File: config.mk
export PLATFORM = sky130hd
export DESIGN_NAME = sync_fifo
export DESIGN_NICKNAME = d
export VERILOG_FILES = /design/src/sync_fifo.sv
export SDC_FILE = /design/constraint.sdc
export NUM_CORES = 1
export LEC_CHECK = 0
export BUFFER_PORTS_ARGS = -buffer_cell sky130_fd_sc_hd__clkbuf_2
export CAP_MARGIN = 20
export CORE_MARGIN = 3
export CORE_UTILIZATION = 55
export CTS_CLUSTER_SIZE = 25
export DETAILED_ROUTE_END_ITERATION = 8
export PLACE_DENSITY = 0.77
export SYNTH_ARGS = -nofsm -noshare
export SYNTH_HDL_FRONTEND = slang
export SYNTH_SLANG_ARGS = --single-unit
File: constraint.sdc
create_clock -name clk125 -period 2.6 [get_ports clk125]
set_input_delay 0.39 -clock clk125 [delete_from_list [all_inputs] [get_ports clk125]]
set_output_delay 0.39 -clock clk125 [all_outputs]
set_load 0.02 [all_outputs]
File: src/sync_fifo.sv
module sync_fifo #(
	parameter type payload_t = logic [7:0],	// entry type
	parameter int  DEPTH     = 4	// entries
) (
	input  logic     clk125,	// system clock
	input  logic     arst_n,	// async reset, active low
	input  logic     clr,	// synchronous flush
	input  logic     push,	// write din
	input  payload_t din,	// entry in
	input  logic     pop,	// drop the head entry
	output payload_t dout,	// head entry, valid while !empty
	output logic     empty,	// nothing stored
	output logic     full	// no room
);

	localparam int PW = (DEPTH > 1) ? $clog2(DEPTH) : 1;	// pointer bits

	payload_t        mem [DEPTH];	// storage, no reset
	logic [PW-1:0]   wr_ptr;	// next free entry
	logic [PW-1:0]   rd_ptr;	// head entry
	logic [PW:0]     count;	// entries held
	logic            do_push;
	logic            do_pop;

	assign empty   = (count == '0);
	assign full    = (count == (PW + 1)'(DEPTH));
	assign do_push = push && !full;
	assign do_pop  = pop && !empty;
	assign dout    = mem[rd_ptr];	// show-ahead

	always_ff @(posedge clk125) begin
		if (do_push)
			mem[wr_ptr] <= din;
	end

	always_ff @(posedge clk125 or negedge arst_n) begin
		if (!arst_n) begin
			wr_ptr <= '0;
			rd_ptr <= '0;
			count  <= '0;
		end else if (clr) begin
			wr_ptr <= '0;	// stored entries are dropped
			rd_ptr <= '0;
			count  <= '0;
		end else begin
			if (do_push)
				wr_ptr <= (wr_ptr == PW'(DEPTH - 1)) ? '0 : wr_ptr + 1'b1;
			if (do_pop)
				rd_ptr <= (rd_ptr == PW'(DEPTH - 1)) ? '0 : rd_ptr + 1'b1;
			case ({do_push, do_pop})
				2'b10:   count <= count + 1'b1;
				2'b01:   count <= count - 1'b1;
				default: count <= count;	// both or neither
			endcase
		end
	end

	// users must respect the flags, a lost entry would corrupt a fill
	a_no_overflow: assert property (@(posedge clk125) disable iff (!arst_n || clr)
		push |-> !full);
	a_no_underflow: assert property (@(posedge clk125) disable iff (!arst_n || clr)
		pop |-> !empty);

endmodule

==> results of run 1 <==
==> final timing paths <==
check / end / slack (ns) / depth (start not counted)
max in group asynchronous: rd_ptr[0] / 2.00 / 2
min in group asynchronous: wr_ptr[1] / 0.43 / 2
hold reg to reg: wr_ptr[1] / 0.61 / 2
setup / recovery: dout[2] / 0.37 / 2
setup reg to reg: count[1] / 0.43 / 6
hold / removal: mem[3][5] / 0.27 / 1
==> cell type report <==
class	instances	area [µm²]
clock buffers	5	37.54
fillers	215	958.4
clock inverters	3	38.79
multi-input cells	58	541.8
well taps	42	52.55
inverters	4	15.01
flip-flops and latches	39	1136
repair buffers	23	120.1
==> layer usage <==
| layer | part of all wire, % | vias to the layer above |
|---|---|---|
| met5 | 0 | - |
| met4 | 2.1 | 0 |
| met3 | 4.5 | 6 |
| met2 | 53 | 25 |
| met1 | 41 | 500 |
| li1 | - | 457 |
==> logic make-up after synthesis <==
kind of cell,count (synthesis),share of synthesized area (%)
and+or+nand+nor,23,6.089
adders and majority gates,6,4.728
AOI/OAI and AO/OA,17,7.664
DFF,39,65.04
muxes,11,12.03
xor gates and xnor gates,1,0.5015
buffers and inverters,11,3.939
==> timing repair <==
action	4_1_cts	5_1_grt
endpoints found under the hold margin	7	0
hold buffers	1	0
buffers inserted	0	0
==> registers in the layout, summed over array words and instances (netlist names) <==
register,cells
count,3
mem,32
rd_ptr,2
wr_ptr,2
==> metrics by stage <==
stage                     std cells  worst slack, ns  total power, µW  hold slack [ns]  util, %
after global routing            174           0.2422             1650           0.2549    66.95
after global placement          165           0.6074             1176           0.2373    63.98
final                           174           0.3711             1567           0.2693    66.95
after CTS                       174           0.3143             1579           0.2592    66.95
after floorplan                 108           0.6427             1104          0.09441        -
after detailed placement        165           0.4741             1198           0.2406    63.98
==> Yosys cell counts (all sizes together) <==
cell	count	area share, %
nor3	5	1.4
o311a	1	0.57
dfrtp	7	10
xnor2	1	0.50
mux4	8	10
mux2i	3	1.7
o31ai	1	1.2
inv	4	0.86
buf	6	2.9
a2111oi	1	0.86
a31oi	1	0.36
nand3	1	0.29
clkbuf	1	0.21
fa	1	1.1
o21ba	1	0.57
ha	5	3.6
edfxtp	32	55
o22ai	2	0.72
a21oi	4	1.4
nand2	2	0.43
o21ai	4	1.1
o21a	2	0.86
and2	4	1.4
nor2	10	2.1
nor2b	1	0.36
==> cells in the final DEF (no fill, tap or decap), drive strengths merged <==
| master | count |
|---|---|
| o21ba | 1 |
| nand2 | 2 |
| nor3 | 5 |
| a31oi | 1 |
| and2 | 4 |
| nor2 | 10 |
| bufinv | 1 |
| mux4 | 8 |
| nand3 | 1 |
| dfrtp | 7 |
| clkbuf | 27 |
| xnor2 | 1 |
| o31ai | 1 |
| o21ai | 4 |
| o22ai | 2 |
| clkinv | 2 |
| o21a | 2 |
| a2111oi | 1 |
| fa | 1 |
| mux2i | 3 |
| o311a | 1 |
| nor2b | 1 |
| ha | 5 |
| a21oi | 4 |
| dlygate4sd3 | 1 |
| inv | 4 |
| edfxtp | 32 |
==> power by group <==
part	internal (µW)	leakage [µW]	switching, µW	total (µW)
clock	198	0.0000426	184	382
sequential	738	0.000387	75.2	813
combinational	169	0.000297	203	372
==> worst max-delay path, delay by kind of cell (launching register included) <==
family	cells	cell delay, ns
flip-flops	1	0.74
multiplexers	1	0.60
buffers and inverters	1	0.17
==> out/summary.txt, run 1 <==
outcome: finished, final reports clean
vias in the first global route: 1,017
# IOs: 23
CP required: 2.21 ns
FMAX: 0.4487 GHz
met3 global-route usage: 3.964%
htree depth: 2
Most Crowded Layer GR: met2
Max-Cap Viols: 0
share of layout cells above drive strength 1: 31.06%
DRT Wirelength: 2950 µm
initial antenna violation count: 0
GR Util met2: 28.63%
synthesized flop and latch total: 39
Power Density: 807.1 nW/µm²
Critical Path AT: 1.84 ns
DR iter-0 viols: 37
Layout Nets: 150
Syn-to-layout area delta: 11.17%
worst skew pair latency: 0.33 ns
Rel. slew slack: 60.08%
placed cell area: 1856 µm²
Reg-to-Reg Start: count[0]
critical path cell sequence: mux4_2, clkbuf_2
DP HPWL: 2022 µm
all-layer global routing usage: 17.09%
critical path class: reg2out
first-pass GRT wire length: 4864 µm
IO buf count: 22
Worst Path Max Fanout: 11
minimum clock period: 2.229 ns
Avg Inst Size Synth: 16.17 µm²
Detailed Routing Iterations Pass 1: 4
wire per inst: 16.95 µm
Post-DRT Antenna Nets: 0
skew final: 0.005840 ns
Synth Warn #: 0
Starting Density: 60.22%
clk sink count: 39
Final Hold Vio Count: 0
fin crit share: 85.73%
Worst-Margin Slew: 0.5988 ns
RSZ-0062 raised after global routing: no
sequential-to-total area share from yosys stat: 65.04%
TritonCTS clock tree: done
antenna diode count: 0
largest net degree at the start of global routing: 13
clock tree buffer depth: 2
CORE AREA: 2900 µm²
Synth cell types: 28
Clk pin slew, worst setup/hold paths: 0.10 ns
final non-filler cell area: 1942 µm²
critical path's slowest cell: dfrtp_1
DRC viols: 0
Final Setup Violations: 0
Die Y: 62.36 µm
Resized cells post-CTS: 0
CP startpoint kind: flip-flop
Worst Setup SP: rd_ptr[0]
GP Congestion: 0.7874
row count: 19
CP peak stage delay: 0.74 ns
Leak: 0.0007263 µW
Root Buffer Master: clkbuf_4
Max Transition Viols Final: 0
CTS buffer count: 5
hold wc startpoint: din[5]
Post-Syn Instances: 108
via count: 988
Mapped Nets: 127
die area: 3888 µm²
Via density: 5.678
Die X: 62.36 µm
Mapped Area: 1747 µm²
met1 usage: 20.47%
Fin Setup TNS: 0 ns
element type at the critical path end: output pin
VDD IR max: 0.4846 mV
grt total ovfl: 0
worst hold path type: in2reg
Note: power is estimated with default switching activity, not from simulation.
==> run 2: changes to the inputs <==
--- a/config.mk
+++ b/config.mk
@@ -12,6 +12,7 @@
 export CTS_CLUSTER_SIZE = 25
 export DETAILED_ROUTE_END_ITERATION = 8
 export PLACE_DENSITY = 0.77
+export REMOVE_ABC_BUFFERS = 1
 export SYNTH_ARGS = -nofsm -noshare
 export SYNTH_HDL_FRONTEND = slang
 export SYNTH_SLANG_ARGS = --single-unit
==> run 2 against run 1 <==
Register-to-register slack improved by 0.08 ns; core utilization rose by 0.35 points; final cell count did not move; die area did not move; global-route usage fell by 1.4 points; combinational power fell by 3%; worst hold slack improved by 0.0019 ns; total power rose by 1.1%; count of clock-buffer cells in the layout rose by 1; sequential power barely moved; clock power rose by 7.6%; critical path depth did not move; critical endpoint is now dout[4]; largest power group unchanged; highest routed layer unchanged.
==> out/summary.txt, run 2 (synthesis results as in run 1) <==
outcome: finished, final reports clean
clk sink count: 39 (unchanged)
all-layer global routing usage: 15.70% (-1.4 points)
Layout Nets: 150 (unchanged)
first-pass GRT wire length: 4616 µm (-5.1%)
worst hold path type: in2reg
Leak: 0.0007320 µW (+0.77%)
DRC viols: 0 (unchanged)
DP HPWL: 1920 µm (-5.1%)
non-filler instance count after layout: 174 (unchanged)
most frequent cells in the layout: 32 x edfxtp_1, 22 x clkbuf_2, 10 x nor2_1, 8 x mux4_2, 7 x dfrtp_1
Switching Share: 28.51% (-1.0 points)
critical path class: reg2out
IO buf count: 22 (unchanged)
CORE AREA: 2900 µm² (unchanged)
grt total ovfl: 0 (unchanged)
initial antenna violation count: 0 (unchanged)
power share of the combinational group: 22.9% (-0.8 points)
TritonCTS clock tree: done
Root Buffer Master: clkbuf_4
die area: 3888 µm² (unchanged)
via count: 960 (-2.8%)
FMAX: 0.4510 GHz (+0.52%)
Post-DRT Antenna Nets: 0 (unchanged)
wire per inst: 15.78 µm (-6.9%)
Clk pin slew, worst setup/hold paths: 0.11 ns (about the same)
Die Y: 62.36 µm (unchanged)
Max Transition Viols Final: 0 (unchanged)
Hold Slack: 0.2712 ns (+0.001876 ns)
VDD IR max: 0.4334 mV (-11%)
largest net degree at the start of global routing: 13 (unchanged)
sequential share of power: 51.2% (-0.7 points)
GP Congestion: 0.7762 (-1.4%)
Via density: 5.517 (-2.8%)
commonest non-fill, non-tap cell in the layout: edfxtp_1
Clock power frac: 26.0% (+1.6 points)
Post-CTS Setup Repair Bufs: 0 (unchanged)
biggest regs: mem (32), count (3)
Worst Path Max Fanout: 11 (unchanged)
fin crit share: 85.28% (-0.45 points)
Fin Setup TNS: 0 ns (unchanged)
antenna diode count: 0 (unchanged)
DR iter-0 viols: 69 (+86%)
Starting Density: 60.22% (unchanged)
fin worst setup slack: 0.3827 ns (+0.01161 ns)
DRT Wirelength: 2746 µm (-6.9%)
Internal: 1133 µW (+2.6%)
Worst-Margin Slew: 0.5949 ns (-0.003928 ns)
R2R setup slack: 0.51 ns (+0.08 ns)
# IOs: 23 (unchanged)
element type at the critical path end: output pin
row count: 19 (unchanged)
share of layout cells above drive strength 1: 31.82% (+0.76 points)
Resized cells post-CTS: 0 (unchanged)
CTS buffer count: 5 (unchanged)
# placed instances: 165 (unchanged)
Power Density: 812.0 nW/µm² (+0.60%)
Die X: 62.36 µm (unchanged)
worst skew pair latency: 0.33 ns (about the same)
Rel. slew slack: 60.34% (+0.26 points)
RSZ-0062 raised after global routing: no
switching pwr: 451.9 µW (-2.4%)
Reg with most FFs: mem
CP startpoint kind: flip-flop
vias in the first global route: 990 (-2.7%)
minimum clock period: 2.217 ns (-0.01161 ns)
Syn-to-layout area delta: 11.75%
pre-CTS setup slack: 0.5043 ns (+0.03023 ns)
skew final: 0.009096 ns (+0.003257 ns)
Final Hold Vio Count: 0 (unchanged)
Detailed Routing Iterations Pass 1: 4 (unchanged)
htree depth: 2 (unchanged)
max reg flops: 32 (unchanged)
clock tree buffer depth: 2 (unchanged)
Critical Path AT: 1.83 ns (about the same)
Max-Cap Viols: 0 (unchanged)
Final Setup Violations: 0 (unchanged)
CP required: 2.21 ns (about the same)
-- run 2: cell count changes in the layout (fill, tap and decap cells not counted) --
cell	change
clkinv_1	-1
clkbuf_8	+1
-- run 2: worst paths after layout --
kind,start,end,cells after the start
min,din[4],mem[3][4],1
min reg2reg,wr_ptr[1],wr_ptr[1],2
max,rd_ptr[0],dout[4],2
min in group asynchronous,arst_n,count[0],2
max reg2reg,count[0],count[1],6
max in group asynchronous,arst_n,rd_ptr[0],2
-- run 2: power by group through the flow --
stage	clock network [µW]	registers (µW)	logic, µW
2_1_floorplan	0	809	268
3_5_place_dp	0	828	364
3_3_place_gp	0	823	353
6_report	411	811	362
5_1_grt	453	824	401
4_1_cts	425	814	368
-- run 2: layout make-up --
type | count | area [µm²]
sequential | 39 | 1136
fill | 220 | 948.4
multi-input combinational | 58 | 541.8
timing repair buffer | 23 | 120.1
tap | 42 | 52.55
clock buffer | 6 | 51.30
clock inverter | 2 | 35.03
inverter | 4 | 15.01
-- run 2: stage by stage --
step / total power [µW] / utilization (%) / cell area (µm²)
2_1_floorplan: 1077 / - / 1693
3_3_place_gp: 1176 / 63.98 / 1856
3_5_place_dp: 1192 / 63.98 / 1856
4_1_cts: 1607 / 67.30 / 1952
5_1_grt: 1677 / 67.30 / 1952
6_report: 1585 / 67.30 / 1952
-- run 2: worst max-delay path, stage by stage (launching register included) --
cell and delay [ns]:
dfrtp_1 0.74, mux4_2 0.58, clkbuf_2 0.17
-- run 2: per-layer routing --
layer | part of all wire [%] | GRT usage [%] | up-vias
li1 | - | - | 458
met2 | 53 | 27.42 | 32
met4 | 2.4 | 7.713 | 0
met5 | 0 | 0 | -
met1 | 40 | 17.69 | 463
met3 | 4.4 | 4.324 | 7
-- run 2: timing repair --
item,CTS,global route
hold buffers,1,0
endpoints found under the hold margin,7,0
setup endpoints to repair,0,0
