File: src/acq_pkg.sv
package acq_pkg;

	//////////////////////////////////////////////////
	// widths shared by the acquisition path

	localparam int ADC_W             = 12;	// raw adc sample bits
	localparam int SAMPLE_W          = 16;	// one sample slot in a burst
	localparam int SAMPLES_PER_BURST = 8;	// slots per 128-bit burst
	localparam int BURST_W           = SAMPLE_W * SAMPLES_PER_BURST;	// 128
	localparam int BURST_CNT_W       = 21;	// bursts per fill
	localparam int FILL_NUM_W        = 24;	// fill (event) number
	localparam int ADDR_W            = 23;	// burst address as seen outside
	localparam int CHAN_TAG_W        = 16;	// channel info carried in the header
	localparam int HDR_PAD_W         = 42;	// unused top bits of the header

	//////////////////////////////////////////////////
	// fill type, value is {acq_enable1, acq_enable0}

	typedef enum logic [1:0] {
		FILL_NONE  = 2'b00,	// acquisition disabled
		FILL_MUON  = 2'b01,	// muon fill
		FILL_LASER = 2'b10,	// laser calibration fill
		FILL_PED   = 2'b11	// pedestal fill
	} fill_type_e;

	//////////////////////////////////////////////////
	// bundles passed between blocks

	// decode -> sequencer, 47 bits
	typedef struct packed {
		fill_type_e               fill_type;	// what kind of fill
		logic [BURST_CNT_W-1:0]   num_bursts;	// bursts to record
		logic [FILL_NUM_W-1:0]    fill_num;	// number given to this fill
	} fill_cmd_t;

	// one burst on its way to the burst memory, 152 bits
	typedef struct packed {
		logic [BURST_W-1:0]       data;	// 8 packed sample slots
		logic [ADDR_W-1:0]        addr;	// burst address
		logic                     last;	// final burst of the fill
	} acq_word_t;

	// header word, 128 bits, lsb end is start_addr
	typedef struct packed {
		logic [HDR_PAD_W-1:0]     pad;	// zero
		logic [FILL_NUM_W-1:0]    fill_num;	// fill number
		fill_type_e               fill_type;	// muon / laser / pedestal
		logic [CHAN_TAG_W-1:0]    channel_tag;	// copied from the input port
		logic [BURST_CNT_W-1:0]   num_bursts;	// bursts that follow
		logic [ADDR_W-1:0]        start_addr;	// address of the first burst
	} fill_header_t;

endpackage

File: src/burst_sequencer.sv
module burst_sequencer #(
	parameter int MEM_AW = 6	// burst memory address bits
) (
	input  logic                           clk125,	// system clock
	input  logic                           arst_n,	// async reset, active low
	input  logic                           acq_reset,	// abandon the fill, address back to 0
	input  acq_pkg::fill_cmd_t             cmd,	// fill command
	input  logic                           cmd_valid,	// command strobe
	input  logic [acq_pkg::CHAN_TAG_W-1:0] channel_tag,	// goes into the header
	input  logic [acq_pkg::ADC_W-1:0]      adc_data,	// adc sample
	input  logic                           adc_ovr,	// adc over-range
	output logic                           busy,	// fill in progress
	output acq_pkg::acq_word_t             word,	// completed burst
	output logic                           word_push,	// word queue push
	output acq_pkg::fill_header_t          header,	// header of the fill
	output logic                           header_push	// header queue push
);
	import acq_pkg::*;

	localparam int SAMP_CW = $clog2(SAMPLES_PER_BURST);	// slot counter bits

	typedef enum logic {
		ST_IDLE,	// waiting for a command
		ST_RUN	// header out, capturing samples
	} seq_state_e;

	seq_state_e             state;
	logic [MEM_AW-1:0]      wr_addr;	// next burst address, wraps
	logic [SAMP_CW-1:0]     samp_cnt;	// slot being filled
	logic [BURST_CNT_W-1:0] burst_cnt;	// bursts done in this fill
	logic [BURST_CNT_W-1:0] num_bursts;	// bursts asked for
	logic [BURST_W-1:0]     acc;	// partly filled burst
	logic [SAMPLE_W-1:0]    slot;	// current sample as a 16-bit slot
	logic                   burst_done;	// 8th sample of a burst this edge
	logic                   last_burst;	// burst being filled is the final one

	assign busy = (state == ST_RUN);

	// 3 zero bits, over-range, 12 data bits
	assign slot = {{(SAMPLE_W - ADC_W - 1){1'b0}}, adc_ovr, adc_data};

	assign burst_done = busy && (samp_cnt == SAMP_CW'(SAMPLES_PER_BURST - 1));
	assign last_burst = (burst_cnt == num_bursts - 1'b1);

	//////////////////////////////////////////////////
	// word output, new sample shifts in at the top so the
	// first sample of a burst ends up in bits 15:0

	assign word.data = {slot, acc[BURST_W-1:SAMPLE_W]};
	assign word.addr = ADDR_W'(wr_addr);	// zero-extended
	assign word.last = last_burst;
	assign word_push = burst_done;	// same edge as the 8th capture

	//////////////////////////////////////////////////
	// control

	always_ff @(posedge clk125 or negedge arst_n) begin
		if (!arst_n) begin
			state       <= ST_IDLE;
			wr_addr     <= '0;
			samp_cnt    <= '0;
			burst_cnt   <= '0;
			header_push <= 1'b0;
		end else if (acq_reset) begin
			state       <= ST_IDLE;
			wr_addr     <= '0;	// next fill starts at burst 0
			samp_cnt    <= '0;
			burst_cnt   <= '0;
			header_push <= 1'b0;
		end else begin
			header_push <= 1'b0;	// one-cycle strobe
			case (state)
				ST_IDLE: begin
					if (cmd_valid) begin
						state       <= ST_RUN;	// busy from here on
						header_push <= 1'b1;	// header lands with the 1st capture
						samp_cnt    <= '0;
						burst_cnt   <= '0;
					end
				end
				ST_RUN: begin
					samp_cnt <= samp_cnt + 1'b1;	// wraps every burst
					if (burst_done) begin
						wr_addr   <= wr_addr + 1'b1;	// modulo memory size
						burst_cnt <= burst_cnt + 1'b1;
						if (last_burst)
							state <= ST_IDLE;	// busy drops with the last push
					end
				end
				default: state <= ST_IDLE;
			endcase
		end
	end

	//////////////////////////////////////////////////
	// payload, no reset

	always_ff @(posedge clk125) begin
		if (busy)
			acc <= word.data;	// one capture per edge
		if (cmd_valid && !busy) begin
			num_bursts         <= cmd.num_bursts;
			header.pad         <= '0;
			header.fill_num    <= cmd.fill_num;
			header.fill_type   <= cmd.fill_type;
			header.channel_tag <= channel_tag;
			header.num_bursts  <= cmd.num_bursts;
			header.start_addr  <= ADDR_W'(wr_addr);	// first burst of this fill
		end
	end

	// a fill needs a real type and at least one burst, else it never ends
	a_hdr_from_cmd: assert property (@(posedge clk125) disable iff (!arst_n || acq_reset)
		header_push |-> busy && header.fill_type != FILL_NONE && header.num_bursts != '0);
	// every word closes eight captures of a running fill
	a_word_in_fill: assert property (@(posedge clk125) disable iff (!arst_n || acq_reset)
		word_push |-> $past(busy, SAMPLES_PER_BURST - 1));

endmodule

File: config.mk
export PLATFORM = sky130hd
export DESIGN_NAME = burst_sequencer
export DESIGN_NICKNAME = d
export VERILOG_FILES = /design/src/acq_pkg.sv /design/src/burst_sequencer.sv
export SDC_FILE = /design/constraint.sdc
export NUM_CORES = 1
export LEC_CHECK = 0
export BUFFER_PORTS_ARGS = -buffer_cell sky130_fd_sc_hd__buf_4
export CORE_MARGIN = 2
export CORE_UTILIZATION = 40
export DETAILED_ROUTE_END_ITERATION = 8
export GPL_ROUTABILITY_DRIVEN = 0
export PLACE_DENSITY = 0.7
export SETUP_SLACK_MARGIN = 0.15
export SKIP_CTS_REPAIR_TIMING = 1
export SYNTH_ARGS = -nofsm -noshare
export SYNTH_HDL_FRONTEND = slang
export SYNTH_SLANG_ARGS = --single-unit
export TNS_END_PERCENT = 5
File: constraint.sdc
create_clock -name clk125 -period 7.2 [get_ports clk125]
set_clock_uncertainty 0.1 [all_clocks]
set_input_delay 1.44 -clock clk125 [delete_from_list [all_inputs] [get_ports clk125]]
set_output_delay 1.44 -clock clk125 [all_outputs]
set_load 0.1 [all_outputs]
==> results of run 1 <==
## synthesized netlist by cell type (3+ instances only)
cell / count / area share, %
a31oi_1: 6 / 0.47
a22oi_1: 3 / 0.28
ha_1: 5 / 0.79
or3_1: 8 / 0.63
and2_1: 4 / 0.32
a211oi_1: 3 / 0.28
buf_4: 114 / 11
dfrtp_1: 32 / 10
nand2_1: 13 / 0.61
inv_1: 7 / 0.33
xor2_1: 22 / 2.4
clkbuf_1: 8 / 0.38
nor2_1: 39 / 1.8
nand3_1: 13 / 0.82
o21ai_0: 8 / 0.50
nor3_1: 5 / 0.32
nand4_1: 6 / 0.47
a21oi_1: 14 / 0.88
edfxtp_1: 160 / 61
xnor2_1: 24 / 2.6
## per-layer routing
| metal | up-vias | wire length (um) | global-route usage, % |
|---|---|---|---|
| li1 | 2227 | - | - |
| met1 | 2296 | 6750 | 20.1 |
| met2 | 177 | 8990 | 25.9 |
| met3 | 24 | 1240 | 5.96 |
| met4 | 0 | 368 | 5.93 |
| met5 | - | 0 | 0 |
## sequential cells by signal, indices dropped and copies added (netlist names)
signal and count:
acc 91, samp_cnt 3, busy 1, header 48, header_push 1, burst_cnt 21
num_bursts 21, wr_addr 6
## through the flow
stage | area [um^2] | instances
3_3_place_gp | 9720 | 1038
3_5_place_dp | 9720 | 1038
4_1_cts | 10300 | 1070
5_1_grt | 10300 | 1070
2_1_floorplan | 8310 | 635
6_report | 10300 | 1070
## critical path, cell delays in order, from the launching register on
cell	delay, ns
edfxtp_1	0.45
inv_1	0.10
ha_1	0.33
or4b_1	0.71
nor3b_1	0.34
xnor2_1	0.15
o2111ai_1	0.13
a2111o_1	0.33
nor4_2	0.35
and2_1	0.20
buf_4	0.30
## power by group through the flow
| stage | registers [W] | logic (W) | clock network (W) |
|---|---|---|---|
| floorplan | 0.00168 | 0.000334 | 0 |
| global placement | 0.00133 | 0.000777 | 0 |
| detailed placement | 0.00133 | 0.000778 | 0 |
| CTS | 0.00130 | 0.000778 | 0.000907 |
| global route | 0.00131 | 0.000794 | 0.000957 |
| finish | 0.00130 | 0.000776 | 0.000889 |
## worst paths after layout
check                               from            end  slack, ns  cells after the start
max                        num_bursts[0]        word[0]       1.85                     10
min                              acc[35]        acc[19]       0.34                      0
max reg2reg                num_bursts[0]           busy       3.92                      9
min reg2reg                      acc[35]        acc[19]       0.34                      0
max in group asynchronous         arst_n           busy       5.82                      1
min in group asynchronous         arst_n  burst_cnt[13]       0.84                      1
## final cells by class
class	count	area share (%)
clock inverter	14	1.27
clock buffer	18	4.17
multi-input combinational	310	17.2
inverter	7	0.256
timing repair buffer	264	19.3
tap	265	3.23
sequential	192	54.6
## logic make-up (layout without fill, tap and decap cells)
family | after synthesis | after routing | synth area share (%)
adder cells (fa/ha/maj) | 5 | 5 | 0.788
XOR/XNOR | 46 | 46 | 5.08
AO/OA/AOI/OAI | 48 | 48 | 3.94
other | 1 | 100 | 0.0473
flip-flops | 192 | 192 | 70.6
buffers and inverters | 133 | 303 | 11.8
AND/OR/NAND/NOR | 109 | 109 | 7.46
multiplexers | 2 | 2 | 0.252
==> flow_summary.ini, run 1 <==
[place]
dp_slack_ns = 2.25
port-buffer-count = 262
dpl.hpwl_mm = 12.9

[setup_path]
cp-end-kind = primary output
cp.arrival_ns = 3.81
startpoint_type = register
critPathKind = reg2out
critPathMaxFanout = 10
required_ns = 5.66

[sta]
max_freq_ghz = 0.187
hold_ws_ns = 0.342
finalSetupTns_ns = 0
slew_violations = 0
finalSetupViolations = 0
rsz0062_at_grt = no
tightest_slew_ns = 0.895
layout_min_cycle_time_ns = 5.35
finalCritPeriodShare_pct = 74.3
hold_viol = 0
fin_ws_ns = 1.85
slew_headroom_pct = 40.4

[cts]
cts_inserted_buffers = 17
cts_root_buffer = clkbuf_16
clkLatencyLatePin_ns = 0.43
cts_buffer_depth = 2
path_clk_slew_ns = 0.07
cts_tree = built
htree_levels = 4
cts.sinks = 192

[logic_synthesis]
synth_edf_count = 160
synth_cell_types = 52
synth-main-ff-cell = edfxtp_1
synth_warnings = 0
syn-instance-count = 536
synth_area_um2 = 7940
synth-seq-cells = 192
async_flop_share_pct = 16.7
syn_avg_cell_area_um2 = 14.8
synth-seq-area-share_pct = 70.6

[drt]
remaining_drc_errors = 0
routed_wl_mm = 17.4
vias = 4724
vias_per_cell = 4.41
ant_nets = 0
first_pass_iters = 4
drt-initial-drc-count = 268
wl_per_cell_um = 16.2

[flow_run]
drv_cap = 0

[grt]
grt_start_max_net_pins = 71
grt_pass1_wl_mm = 24.9
antenna_found_initial = 0
grt-ovfl-total = 0
grt_usage_pct = 16.1
grt_pass1_vias = 4420

[pwr]
switching_share_pct = 38.5
pwr-share-clk_pct = 29.9
combPwrFrac_pct = 26.1
finalPower_w = 0.00297
p_leak_nw = 4.24
switching_power_w = 0.00114
pwr-share-seq_pct = 43.9
peakVddDrop_uv = 158
power.internal_w = 0.00183
power_density_nw_per_um2 = 289

[finish]
seq_area_um2 = 5610
num_antenna_cells = 0
nNetsFinal = 877
multi_input_area_um2 = 1770
syn_to_final_growth_pct = 29.5
fin_util_pct = 52.8
final_common_cell = buf_4
layout-drive-gt1-share_pct = 37.6
mostFrequentLayoutCells = buf_4, edfxtp_1, conb_1
nFillCells = 1662

[outcome]
status = complete, no violations

[floorplan]
rows = 51
io_pins = 363
die-area_um2 = 21000
core_area_um2 = 19500
die-width_um = 145
die_y_um = 145
start_util_pct = 40.8

[min_path]
hold_class = reg2reg
(Power assumes the default switching activity.)
==> inputs of run 2 (changes only) <==
- clock period: 7.2 -> 5.1 ns (I/O delays scaled with it)
==> flow_summary.ini, run 2 (synthesis gave the netlist of run 1 again) <==
[cts]
cts.sinks = 192
clkLatencyLatePin_ns = 0.42
htree_levels = 4
cts_inserted_buffers = 17
cts_root_buffer = clkbuf_16
cts_tree = built
cts_buffer_depth = 2
path_clk_slew_ns = 0.07

[setup_path]
required_ns = 3.98
startpoint_type = register
worstPathCellList = inv_1 -> ha_1 -> or4b_4 -> nor3b_1 -> xnor2_1 -> o2111ai_1 -> a2111o_1 -> nor4_2 -> and2_1 -> buf_6
cp-end-kind = primary output
slowest_delay_ns = 0.61
critPathMaxFanout = 10
cp_slowest_cell = or4b_4
critPathKind = reg2out
cp.arrival_ns = 3.65

[floorplan]
start_util_pct = 40.8
io_pins = 363
die-width_um = 145
die_y_um = 145
rows = 51
core_area_um2 = 19500
die-area_um2 = 21000

[sta]
layout_min_cycle_time_ns = 4.77
rsz0062_at_grt = no
finalSetupViolations = 0
hold_viol = 0
slew_headroom_pct = 23.9
slew_violations = 0
finalSetupTns_ns = 0
fin_ws_ns = 0.331
tightest_slew_ns = 1.14
max_freq_ghz = 0.210
finalCritPeriodShare_pct = 93.5

[finish]
syn_to_final_growth_pct = 30.5
fin_util_pct = 53.2
largest_reg_flops = 91
final_common_cell = buf_4
top_register = acc
mostFrequentLayoutCells = buf_4, edfxtp_1, conb_1
seq_area_um2 = 5610
num_antenna_cells = 0
multi_input_area_um2 = 1780
nNetsFinal = 877
layout-drive-gt1-share_pct = 37.8
nFillCells = 1660
final_cells = 1070
largest_registers = acc: 91 flops, header: 48 flops

[grt]
grt_start_max_net_pins = 92
grt_usage_pct = 16.0
grt_pass1_vias = 4362
grt_pass1_wl_mm = 24.8
antenna_found_initial = 0
grt-ovfl-total = 0

[drt]
remaining_drc_errors = 0
wl_per_cell_um = 16.4
ant_nets = 0
vias_per_cell = 4.42
drt-initial-drc-count = 337
vias = 4728
first_pass_iters = 4
routed_wl_mm = 17.5

[place]
dpl.hpwl_mm = 13.1
placed_cells = 1038
dp_slack_ns = 0.601
port-buffer-count = 262

[pwr]
power_density_nw_per_um2 = 417
finalPower_w = 0.00432
p_leak_nw = 4.28
peakVddDrop_uv = 242

[outcome]
status = complete, no violations

[min_path]
hold_class = reg2reg

[flow_run]
drv_cap = 0
[run 2: path summary, 6_finish.rpt]
path | from | endpoint | slack, ns | depth (start not counted)
min in group asynchronous | arst_n | burst_cnt[12] | 0.44 | 1
setup reg to reg | num_bursts[0] | busy | 1.92 | 9
setup / recovery | num_bursts[0] | word[0] | 0.33 | 10
hold reg to reg | acc[37] | acc[21] | 0.35 | 0
max in group asynchronous | arst_n | busy | 4.12 | 1
hold / removal | acc[37] | acc[21] | 0.35 | 0
[run 2: power breakdown]
group          internal [W]  switching [W]  total, W
sequential          0.00179      0.0000431   0.00183
clock              0.000752       0.000627   0.00138
combinational      0.000145       0.000958   0.00110
total               0.00269        0.00163   0.00432
[run 2: critical path: cells and delay by family, from the launching register on]
kind	cells	cell delay (ns)
AOI/OAI and AO/OA	2	0.47
and+or+nand+nor	4	1.49
buffers and inverters	2	0.32
adders and majority gates	1	0.31
DFF	1	0.47
xor gates and xnor gates	1	0.16
[run 2: layout make-up]
class	count	area share [%]
Clock buffer	18	4.14
Clock inverter	14	1.91
Inverter	7	0.254
Multi-Input combinational cell	310	17.2
Sequential cell	192	54.2
Tap cell	265	3.20
Timing Repair Buffer	264	19.2
[run 2: per-stage QoR]
step / hold WS (ns) / cell area [um^2]
floorplan: 0.392 / 8310
global placement: 0.331 / 9720
detailed placement: 0.335 / 9720
CTS: 0.347 / 10300
global route: 0.354 / 10400
finish: 0.349 / 10400
[run 2: per-layer routing]
metal	wire length [um]	track usage, %
met5	0	0
met4	165	3.93
met3	1110	5.53
met2	9490	27.1
met1	6750	19.7
