**src/acq_pkg.sv**
```systemverilog
package acq_pkg;

	//////////////////////////////////////////////////
	// widths shared by the acquisition path

	localparam int ADC_W             = 12;	// raw adc sample bits
	localparam int SAMPLE_W          = 16;	// one sample slot in a burst
	localparam int SAMPLES_PER_BURST = 8;	// slots per 128-bit burst
	localparam int BURST_W           = SAMPLE_W * SAMPLES_PER_BURST;	// 128
	localparam int BURST_CNT_W       = 21;	// bursts per fill
	localparam int FILL_NUM_W        = 24;	// fill (event) number
	localparam int ADDR_W            = 23;	// burst address as seen outside
	localparam int CHAN_TAG_W        = 16;	// channel info carried in the header
	localparam int HDR_PAD_W         = 42;	// unused top bits of the header

	//////////////////////////////////////////////////
	// fill type, value is {acq_enable1, acq_enable0}

	typedef enum logic [1:0] {
		FILL_NONE  = 2'b00,	// acquisition disabled
		FILL_MUON  = 2'b01,	// muon fill
		FILL_LASER = 2'b10,	// laser calibration fill
		FILL_PED   = 2'b11	// pedestal fill
	} fill_type_e;

	//////////////////////////////////////////////////
	// bundles passed between blocks

	// decode -> sequencer, 47 bits
	typedef struct packed {
		fill_type_e               fill_type;	// what kind of fill
		logic [BURST_CNT_W-1:0]   num_bursts;	// bursts to record
		logic [FILL_NUM_W-1:0]    fill_num;	// number given to this fill
	} fill_cmd_t;

	// one burst on its way to the burst memory, 152 bits
	typedef struct packed {
		logic [BURST_W-1:0]       data;	// 8 packed sample slots
		logic [ADDR_W-1:0]        addr;	// burst address
		logic                     last;	// final burst of the fill
	} acq_word_t;

	// header word, 128 bits, lsb end is start_addr
	typedef struct packed {
		logic [HDR_PAD_W-1:0]     pad;	// zero
		logic [FILL_NUM_W-1:0]    fill_num;	// fill number
		fill_type_e               fill_type;	// muon / laser / pedestal
		logic [CHAN_TAG_W-1:0]    channel_tag;	// copied from the input port
		logic [BURST_CNT_W-1:0]   num_bursts;	// bursts that follow
		logic [ADDR_W-1:0]        start_addr;	// address of the first burst
	} fill_header_t;

endpackage

```
**src/fill_trigger_decode.sv**
```systemverilog
module fill_trigger_decode (
	input  logic                            clk125,	// system clock
	input  logic                            arst_n,	// async reset, active low
	input  logic                            acq_reset,	// clears the acquisition logic
	input  logic                            acq_enable0,	// fill type bit 0
	input  logic                            acq_enable1,	// fill type bit 1
	input  logic                            acq_trig,	// start a fill
	input  logic [acq_pkg::BURST_CNT_W-1:0] num_muon_bursts,	// bursts in a muon fill
	input  logic [acq_pkg::BURST_CNT_W-1:0] num_laser_bursts,	// bursts in a laser fill
	input  logic [acq_pkg::BURST_CNT_W-1:0] num_ped_bursts,	// bursts in a pedestal fill
	input  logic [acq_pkg::FILL_NUM_W-1:0]  initial_fill_num,	// load value for the counter
	input  logic                            initial_fill_num_wr,	// load strobe
	input  logic                            busy,	// sequencer still recording
	output logic                            acq_enabled,	// ready to take a trigger
	output logic [acq_pkg::FILL_NUM_W-1:0]  fill_num,	// number for the next fill
	output acq_pkg::fill_cmd_t              cmd,	// command to the sequencer
	output logic                            cmd_valid	// one-cycle command strobe
);
	import acq_pkg::*;

	fill_type_e             dec_type;	// decoded enables
	logic [BURST_CNT_W-1:0] sel_bursts;	// burst count of dec_type
	logic                   accept;	// trigger taken this edge

	assign dec_type = fill_type_e'({acq_enable1, acq_enable0});

	always_comb begin
		case (dec_type)
			FILL_MUON:  sel_bursts = num_muon_bursts;
			FILL_LASER: sel_bursts = num_laser_bursts;
			FILL_PED:   sel_bursts = num_ped_bursts;
			default:    sel_bursts = '0;	// disabled, never accepted
		endcase
	end

	// cmd_valid blocks a held trigger before busy has risen
	assign accept = acq_trig && !busy && !cmd_valid && (dec_type != FILL_NONE) &&
		(sel_bursts != '0);
	assign acq_enabled = (dec_type != FILL_NONE) && !busy;

	always_ff @(posedge clk125 or negedge arst_n) begin
		if (!arst_n) begin
			cmd_valid <= 1'b0;
		end else if (acq_reset) begin
			cmd_valid <= 1'b0;
		end else begin
			cmd_valid <= accept;	// strobe in the cycle after the trigger edge
		end
	end

	// fill numbers run on across acq_reset
	always_ff @(posedge clk125 or negedge arst_n) begin
		if (!arst_n) begin
			fill_num <= '0;
		end else if (initial_fill_num_wr) begin
			fill_num <= initial_fill_num;	// load wins over a trigger
		end else if (accept && !acq_reset) begin
			fill_num <= fill_num + 1'b1;	// this fill uses the old value
		end
	end

	always_ff @(posedge clk125) begin
		if (accept) begin
			cmd.fill_type  <= dec_type;
			cmd.num_bursts <= sel_bursts;
			cmd.fill_num   <= fill_num;
		end
	end

	// the sequencer must be idle for every command and take it on the next edge
	a_cmd_idle: assert property (@(posedge clk125) disable iff (!arst_n || acq_reset)
		cmd_valid |-> !busy ##1 busy);

endmodule

```
**config.mk**
```make
export PLATFORM = sky130hd
export DESIGN_NAME = fill_trigger_decode
export DESIGN_NICKNAME = d
export VERILOG_FILES = /design/src/acq_pkg.sv /design/src/fill_trigger_decode.sv
export SDC_FILE = /design/constraint.sdc
export NUM_CORES = 1
export LEC_CHECK = 0
export ABC_AREA = 1
export ABC_CLOCK_PERIOD_IN_PS = 3200
export BUFFER_PORTS_ARGS = -buffer_cell sky130_fd_sc_hd__buf_4
export CORE_UTILIZATION = 28
export DETAILED_ROUTE_END_ITERATION = 10
export PLACE_DENSITY = 0.58
export SETUP_SLACK_MARGIN = 0.1
export SLEW_MARGIN = 25
export SYNTH_ARGS = -nofsm -noshare
export SYNTH_HDL_FRONTEND = slang
export SYNTH_SLANG_ARGS = --single-unit
```
**constraint.sdc**
```tcl
create_clock -name clk125 -period 3.2 [get_ports clk125]
set_input_delay 0.32 -clock clk125 [delete_from_list [all_inputs] [get_ports clk125]]
set_output_delay 0.32 -clock clk125 [all_outputs]
set_load 0.02 [all_outputs]
```
==> flow_metrics.py, run 1 <==
metrics = {
    "synth": {
        "syn-num-nets": 566,
        "synth_cells": 470,
        "synth_seq_area_share_pct": 52.67,
        "yosys_register_bits": 72,
        "syn_area_um2": 3867,
        "postSynthAreaPerCell_um2": 8.229,
        "synth.lib_cells_used.distinct": 27,
        "synth.yosys.warnings": 0,
    },
    "clock_network": {
        "cts.path.max_buffers": 2,
        "post_cts_resize_count": 0,
        "cts.sinks": 72,
        "cts.htree.levels": 3,
        "postCtsSetupRepairBufs": 0,
        "cts_root_buffer": "sky130_fd_sc_hd__clkbuf_16",
        "cts_hold_buffers": 1,
        "clkLatencyLatePin_ns": 0.33,
        "cts.clk_slew.worst_paths_ns": 0.06,
        "cts_tree": "built",
        "cts_buffers": 9,
    },
    "final_layout": {
        "fin_nets": 725,
        "layout.cells.most_common_list": "sky130_fd_sc_hd__buf_4 (167), sky130_fd_sc_hd__nand2_1 (150), sky130_fd_sc_hd__nand3_1 (96), sky130_fd_sc_hd__nor2_1 (48), sky130_fd_sc_hd__edfxtp_1 (47)",
        "finalNonFillerCells": 810,
        "most_common_cell_after_layout_fill_and_taps_aside": "sky130_fd_sc_hd__buf_4",
        "num_antenna_cells": 0,
        "area.growth.synth_to_final_pct": 43.09,
        "drive_above_1_share_pct": 30.60,
    },
    "sta": {
        "fin_skew_ns": 0.008069,
        "setup_violations": 0,
        "max_slew_headroom_pct": 55.91,
        "hold_viol_final": 0,
        "setup_total_negative_slack_ns": 0,
        "rsz0062_at_grt": "false",
        "period_share_pct": 69.42,
        "slew_at_the_pin_closest_to_its_max_slew_limit_ns": 0.6604,
        "timing_max_transition_violations_final": 0,
        "fmax_mhz": 450.2,
        "period_needed_ns": 2.221,
    },
    "outcome": {
        "status": "completed",
    },
    "min_path": {
        "min_delay_src": "initial_fill_num[14]",
        "worstHoldPathType": "primary input to register",
    },
    "floorplan": {
        "fp.coreArea_um2": 13350,
        "number_of_cell_rows": 42,
        "die_h_um": 119.5,
        "die_w_um": 119.5,
        "fp.dieArea_um2": 14290,
        "initial_utilization_pct": 28.97,
        "number_of_i_o_pins": 168,
    },
    "route": {
        "detail_route.vias_per_cell": 4.667,
        "route.detailed.wl_per_inst_um": 14.72,
        "route.final.wire_length_mm": 11.92,
        "post-route-drc-count": 0,
        "drtAntennaViolNets": 0,
        "via_count": 3780,
        "drtIter0Drc": 269,
        "drt-pass1-iter-count": 4,
    },
    "critical_path": {
        "worst_ep_arrival_time_ns": 2.25,
        "timing.critical_path.from": "acq_enable0",
        "crit_fanout": 34,
        "end_kind": "register",
        "startpoint_type": "primary input",
        "worstPathRequired_ns": 3.23,
        "reg2reg_from": "fill_num[0]$_DFFE_PN0P_",
        "worst-setup-path-type": "primary input to register",
    },
    "job": {
        "max_cap_violations": 0,
    },
    "power_and_ir_drop": {
        "power.density_nw_per_um2": 496.3,
        "power_frac_comb_pct": 20.0,
        "power.static_leakage_nw": 2.649,
        "internal_power_mw": 1.948,
        "p_sw_share_pct": 29.09,
        "clock_share_of_power_pct": 37.4,
        "irDropWorstVdd_mv": 0.2191,
        "power.share.sequential_pct": 42.6,
        "switching_power_mw": 0.7990,
    },
    "placement": {
        "post-dp-hpwl_mm": 8.715,
        "gp_congestion": 0.8691,
        "number_of_placed_instances_taps_included": 793,
        "port_buffer_cells": 167,
    },
    "grt": {
        "grt.overflow.total": 0,
        "pin_count_of_the_biggest_net_entering_global_routing": 41,
        "grt_antenna_before_repair": 0,
        "grt_use_total_pct": 17.21,
        "first_global_vias": 3710,
        "grt_first_pass_wirelength_mm": 19.13,
    },
}
==> power groups by stage <==
stage / combinational [mW] / sequential (mW) / clock [mW]
after floorplan: 0.213 / 1.25 / 0
after global placement: 0.547 / 1.19 / 0
after detailed placement: 0.550 / 1.19 / 0
after CTS: 0.553 / 1.17 / 1.05
after global routing: 0.605 / 1.19 / 1.09
final: 0.549 / 1.17 / 1.03
==> per-stage QoR <==
stage	hold WS [ns]	total power, mW	cell area, um2	utilization [%]	setup WS, ns
after floorplan	0.02441	1.464	3867	-	0.7721
after global placement	0.2488	1.736	5218	39.09	0.5869
after CTS	0.2704	2.780	5534	41.46	0.9552
final	0.2868	2.747	5534	41.46	0.9785
after detailed placement	0.2478	1.740	5218	39.09	0.5963
after global routing	0.2915	2.884	5534	41.46	0.7082
==> path summary, 6_finish.rpt <==
check | end | cells past startpoint | slack, ns
min in group asynchronous | fill_num[16]$_DFFE_PN0P_ | 2 | 0.44
setup reg to reg | fill_num[14]$_DFFE_PN0P_ | 12 | 1.16
max in group asynchronous | fill_num[23]$_DFFE_PN0P_ | 2 | 2.50
hold reg to reg | cmd[7]$_DFFE_PP_ | 0 | 0.55
setup / recovery | cmd[11]$_DFFE_PP_ | 12 | 0.98
hold / removal | fill_num[14]$_DFFE_PN0P_ | 5 | 0.29
==> sequential cells by signal (all words and copies together) (netlist names) <==
name / count
cmd: 47
cmd_valid: 1
fill_num: 24
==> logic make-up (layout without fill, tap and decap cells) <==
logic type               count (synthesis)  in the layout  share of synthesized area, %
AND/OR/NAND/NOR                        310            310                         34.75
flip-flops                              72             72                         52.67
buffers and inverters                   54            218                         6.988
AO/OA/AOI/OAI                           24             24                         3.235
XOR/XNOR                                 9              9                         2.038
adder cells (fa/ha/maj)                  1              1                        0.3235
==> cell type report <==
type | instances | area [um2]
clock buffer | 10 | 239.0
clock inverter | 6 | 67.56
fill | 1372 | 7814
inverter | 33 | 126.4
multi-input combinational | 344 | 1560
sequential | 72 | 2037
tap | 176 | 220.2
timing repair buffer | 169 | 1284
==> synth_stat cells <==
cell	n	area share (%)
sky130_fd_sc_hd__a21o_1	1	0.19
sky130_fd_sc_hd__a21oi_1	7	0.91
sky130_fd_sc_hd__buf_2	4	0.52
sky130_fd_sc_hd__buf_4	4	0.78
sky130_fd_sc_hd__buf_6	6	1.7
sky130_fd_sc_hd__clkbuf_1	7	0.68
sky130_fd_sc_hd__dfrtp_1	25	16
sky130_fd_sc_hd__edfxtp_1	47	36
sky130_fd_sc_hd__ha_1	1	0.32
sky130_fd_sc_hd__inv_1	30	2.9
sky130_fd_sc_hd__inv_2	2	0.19
sky130_fd_sc_hd__inv_4	1	0.16
sky130_fd_sc_hd__nand2_1	150	15
sky130_fd_sc_hd__nand2_2	1	0.16
sky130_fd_sc_hd__nand2_4	1	0.29
sky130_fd_sc_hd__nand3_1	96	12
sky130_fd_sc_hd__nand3_2	1	0.26
sky130_fd_sc_hd__nand3_4	1	0.45
sky130_fd_sc_hd__nand4_1	5	0.81
sky130_fd_sc_hd__nor2_1	48	4.7
sky130_fd_sc_hd__nor2_2	1	0.16
sky130_fd_sc_hd__nor3_1	5	0.65
sky130_fd_sc_hd__nor4_2	1	0.32
sky130_fd_sc_hd__o21ai_0	15	1.9
sky130_fd_sc_hd__o31ai_1	1	0.19
sky130_fd_sc_hd__xnor2_1	4	0.91
sky130_fd_sc_hd__xor2_1	5	1.1
==> worst max-delay path, cell delays in order <==
cell                      delay (ns)
sky130_fd_sc_hd__buf_4          0.32
sky130_fd_sc_hd__inv_4          0.18
sky130_fd_sc_hd__nor2_2         0.22
sky130_fd_sc_hd__nand2_1        0.09
sky130_fd_sc_hd__nand3_1        0.12
sky130_fd_sc_hd__nor2_1         0.05
sky130_fd_sc_hd__nand2_1        0.07
sky130_fd_sc_hd__nor2_1         0.05
sky130_fd_sc_hd__nand3_2        0.09
sky130_fd_sc_hd__nand2_1        0.07
sky130_fd_sc_hd__inv_2          0.36
sky130_fd_sc_hd__buf_12         0.27
==> routing by layer <==
layer	track usage, %	part of all wire, %
met1	22.51	44
met2	27.82	45
met3	4.373	9.3
met4	5.391	1.4
met5	0	0
Note: power is estimated with default switching activity, not from simulation.
==> run 2, diff against run 1 <==
--- a/config.mk
+++ b/config.mk
@@ -6,7 +6,7 @@
 export NUM_CORES = 1
 export LEC_CHECK = 0
 export ABC_AREA = 1
-export ABC_CLOCK_PERIOD_IN_PS = 3200
+export ABC_CLOCK_PERIOD_IN_PS = 2200
 export BUFFER_PORTS_ARGS = -buffer_cell sky130_fd_sc_hd__buf_4
 export CORE_UTILIZATION = 28
 export DETAILED_ROUTE_END_ITERATION = 10
==> constraint.sdc (replaced) <==
create_clock -name clk125 -period 2.2 [get_ports clk125]
set_input_delay 0.22 -clock clk125 [delete_from_list [all_inputs] [get_ports clk125]]
set_output_delay 0.22 -clock clk125 [all_outputs]
set_load 0.02 [all_outputs]
==> run 2 against run 1 <==
Effect of this change: via count increased by 2.1%; worst hold slack worse by 0.12 ns; register-to-register slack got worse by 0.81 ns; flip-flop and latch count did not move; sequential share of layout area down 0.90 points; clock skew fell by 0.0024 ns; core utilization increased by 1.1 points; critical endpoint is now fill_num[14]$_DFFE_PN0P_.
==> flow_metrics.py, run 2 (synthesis gave the netlist of run 1 again) <==
metrics = {
    "outcome": {
        "status": "completed",
    },
    "route": {
        "route.detailed.wl_per_inst_um": 15.10,
        "via_count": 3858,
        "detailed_routed_wire_length_on_met3_mm": 1.166,
        "post-route-drc-count": 0,
        "drtIter0Drc": 328,
        "wl_met2_mm": 5.589,
        "drtAntennaViolNets": 0,
        "drt-pass1-iter-count": 7,
        "route.final.wire_length_mm": 12.40,
        "detail_route.vias_per_cell": 4.699,
        "top_layer_used": "met4",
        "m1WireLength_mm": 5.450,
    },
    "sta": {
        "hold_viol_final": 0,
        "period_share_pct": 83.90,
        "setup_total_negative_slack_ns": 0,
        "fmax_mhz": 541.8,
        "setup_violations": 0,
        "max_slew_headroom_pct": 65.71,
        "timing_max_transition_violations_final": 0,
        "slew_at_the_pin_closest_to_its_max_slew_limit_ns": 0.5101,
        "period_needed_ns": 1.846,
        "fin_skew_ns": 0.005696,
        "rsz0062_at_grt": "false",
    },
    "grt": {
        "pin_count_of_the_biggest_net_entering_global_routing": 38,
        "grt_antenna_before_repair": 0,
        "grt.overflow.total": 0,
        "grt_first_pass_wirelength_mm": 19.42,
        "grt_use_total_pct": 17.76,
        "first_global_vias": 3674,
    },
    "power_and_ir_drop": {
        "power.static_leakage_nw": 2.706,
        "irDropWorstVdd_mv": 0.3385,
        "power.density_nw_per_um2": 706.2,
        "power_total_mw": 4.009,
    },
    "floorplan": {
        "fp.dieArea_um2": 14290,
        "die_h_um": 119.5,
        "die_w_um": 119.5,
        "initial_utilization_pct": 28.97,
        "number_of_i_o_pins": 168,
        "fp.coreArea_um2": 13350,
        "number_of_cell_rows": 42,
    },
    "final_layout": {
        "max_flop_register": "cmd",
        "fin_nets": 736,
        "num_antenna_cells": 0,
        "drive_above_1_share_pct": 33.64,
        "layout.cells.most_common_list": "sky130_fd_sc_hd__buf_4 (178), sky130_fd_sc_hd__nand2_1 (149), sky130_fd_sc_hd__nand3_1 (87), sky130_fd_sc_hd__edfxtp_1 (47), sky130_fd_sc_hd__nor2_1 (46)",
        "biggestRegsByFlops": "cmd (47), fill_num (24), cmd_valid (1)",
        "most_common_cell_after_layout_fill_and_taps_aside": "sky130_fd_sc_hd__buf_4",
        "layout.filler_cells": 1356,
        "largest_register_ff_count": 47,
        "area.growth.synth_to_final_pct": 46.78,
    },
    "min_path": {
        "worstHoldPathType": "primary input to register",
    },
    "clock_network": {
        "cts.clk_slew.worst_paths_ns": 0.06,
        "cts.sinks": 72,
        "cts_root_buffer": "sky130_fd_sc_hd__clkbuf_16",
        "cts.path.max_buffers": 2,
        "cts_tree": "built",
        "clkLatencyLatePin_ns": 0.34,
        "cts_buffers": 9,
        "postCtsSetupRepairBufs": 0,
        "cts.htree.levels": 3,
    },
    "placement": {
        "port_buffer_cells": 167,
        "gp_congestion": 0.9228,
        "post-dp-hpwl_mm": 9.347,
    },
    "critical_path": {
        "worstPathRequired_ns": 2.48,
        "startpoint_type": "register",
        "worst-setup-path-type": "register to register",
        "crit_fanout": 5,
        "end_kind": "register",
        "worst_ep_arrival_time_ns": 2.13,
    },
    "job": {
        "max_cap_violations": 0,
    },
}
## run 2: final timing paths
path                                    startpoint  cells past startpoint  slack (ns)                        to
hold / removal                 initial_fill_num[6]                      5        0.17   fill_num[6]$_DFFE_PN0P_
setup reg to reg           fill_num[1]$_DFFE_PN0P_                     12        0.35  fill_num[14]$_DFFE_PN0P_
setup / recovery           fill_num[1]$_DFFE_PN0P_                     12        0.35  fill_num[14]$_DFFE_PN0P_
max in group asynchronous                   arst_n                      2        1.58   fill_num[0]$_DFFE_PN0P_
hold reg to reg            fill_num[7]$_DFFE_PN0P_                      0        0.53          cmd[7]$_DFFE_PP_
min in group asynchronous                   arst_n                      2        0.33  fill_num[13]$_DFFE_PN0P_
## run 2: routing by layer
layer | track usage [%] | vias up
met3 | 5.561 | 16
met1 | 23.38 | 1744
met4 | 6.016 | 0
met2 | 27.49 | 191
met5 | 0 | -
li1 | - | 1907
## run 2: repair_timing
action | CTS | global route
resized for setup | 0 | 4
endpoints found under the hold margin | 25 | 0
setup endpoints to repair | 0 | 6
hold buffers | 1 | 0
## run 2: power by group
part,total [mW],switching [mW],internal (mW)
sequential,1.71,0.132,1.57
clock,1.48,0.569,0.907
combinational,0.828,0.466,0.362
total,4.01,1.17,2.84
## run 2: cell type report
class	instances	area, um2	area share [%]
inverters	33	135.1	2.380
well taps	176	220.2	3.879
flip-flops and latches	72	2038	35.90
multi-input cells	344	1618	28.50
clock inverters	5	56.30	0.9918
repair buffers	180	1366	24.07
clock buffers	11	242.7	4.276
## run 2: metrics by stage
step / setup slack (ns) / area (um2) / instances / util (%) / hold slack, ns
after global routing: 0.1258 / 5677 / 821 / 42.53 / 0.1846
after detailed placement: 0.1299 / 5356 / 804 / 40.13 / 0.1523
final: 0.3542 / 5677 / 821 / 42.53 / 0.1664
after CTS: 0.1295 / 5665 / 821 / 42.44 / 0.1553
after global placement: 0.1267 / 5356 / 804 / 40.13 / 0.1508
after floorplan: 0.06435 / 3960 / 470 / - / -0.07559
## run 2: critical path: stages, from the launching register on
cell and delay, ns:
sky130_fd_sc_hd__dfrtp_1 0.43, sky130_fd_sc_hd__ha_1 0.21, sky130_fd_sc_hd__nand2_1 0.12, sky130_fd_sc_hd__nor2_4 0.18, sky130_fd_sc_hd__inv_1 0.08, sky130_fd_sc_hd__nor2_1 0.13, sky130_fd_sc_hd__inv_1 0.07, sky130_fd_sc_hd__nor2_1 0.16
sky130_fd_sc_hd__xor2_1 0.17, sky130_fd_sc_hd__nand2_1 0.07, sky130_fd_sc_hd__nand2_1 0.06, sky130_fd_sc_hd__nand2_1 0.05, sky130_fd_sc_hd__nand2_1 0.06
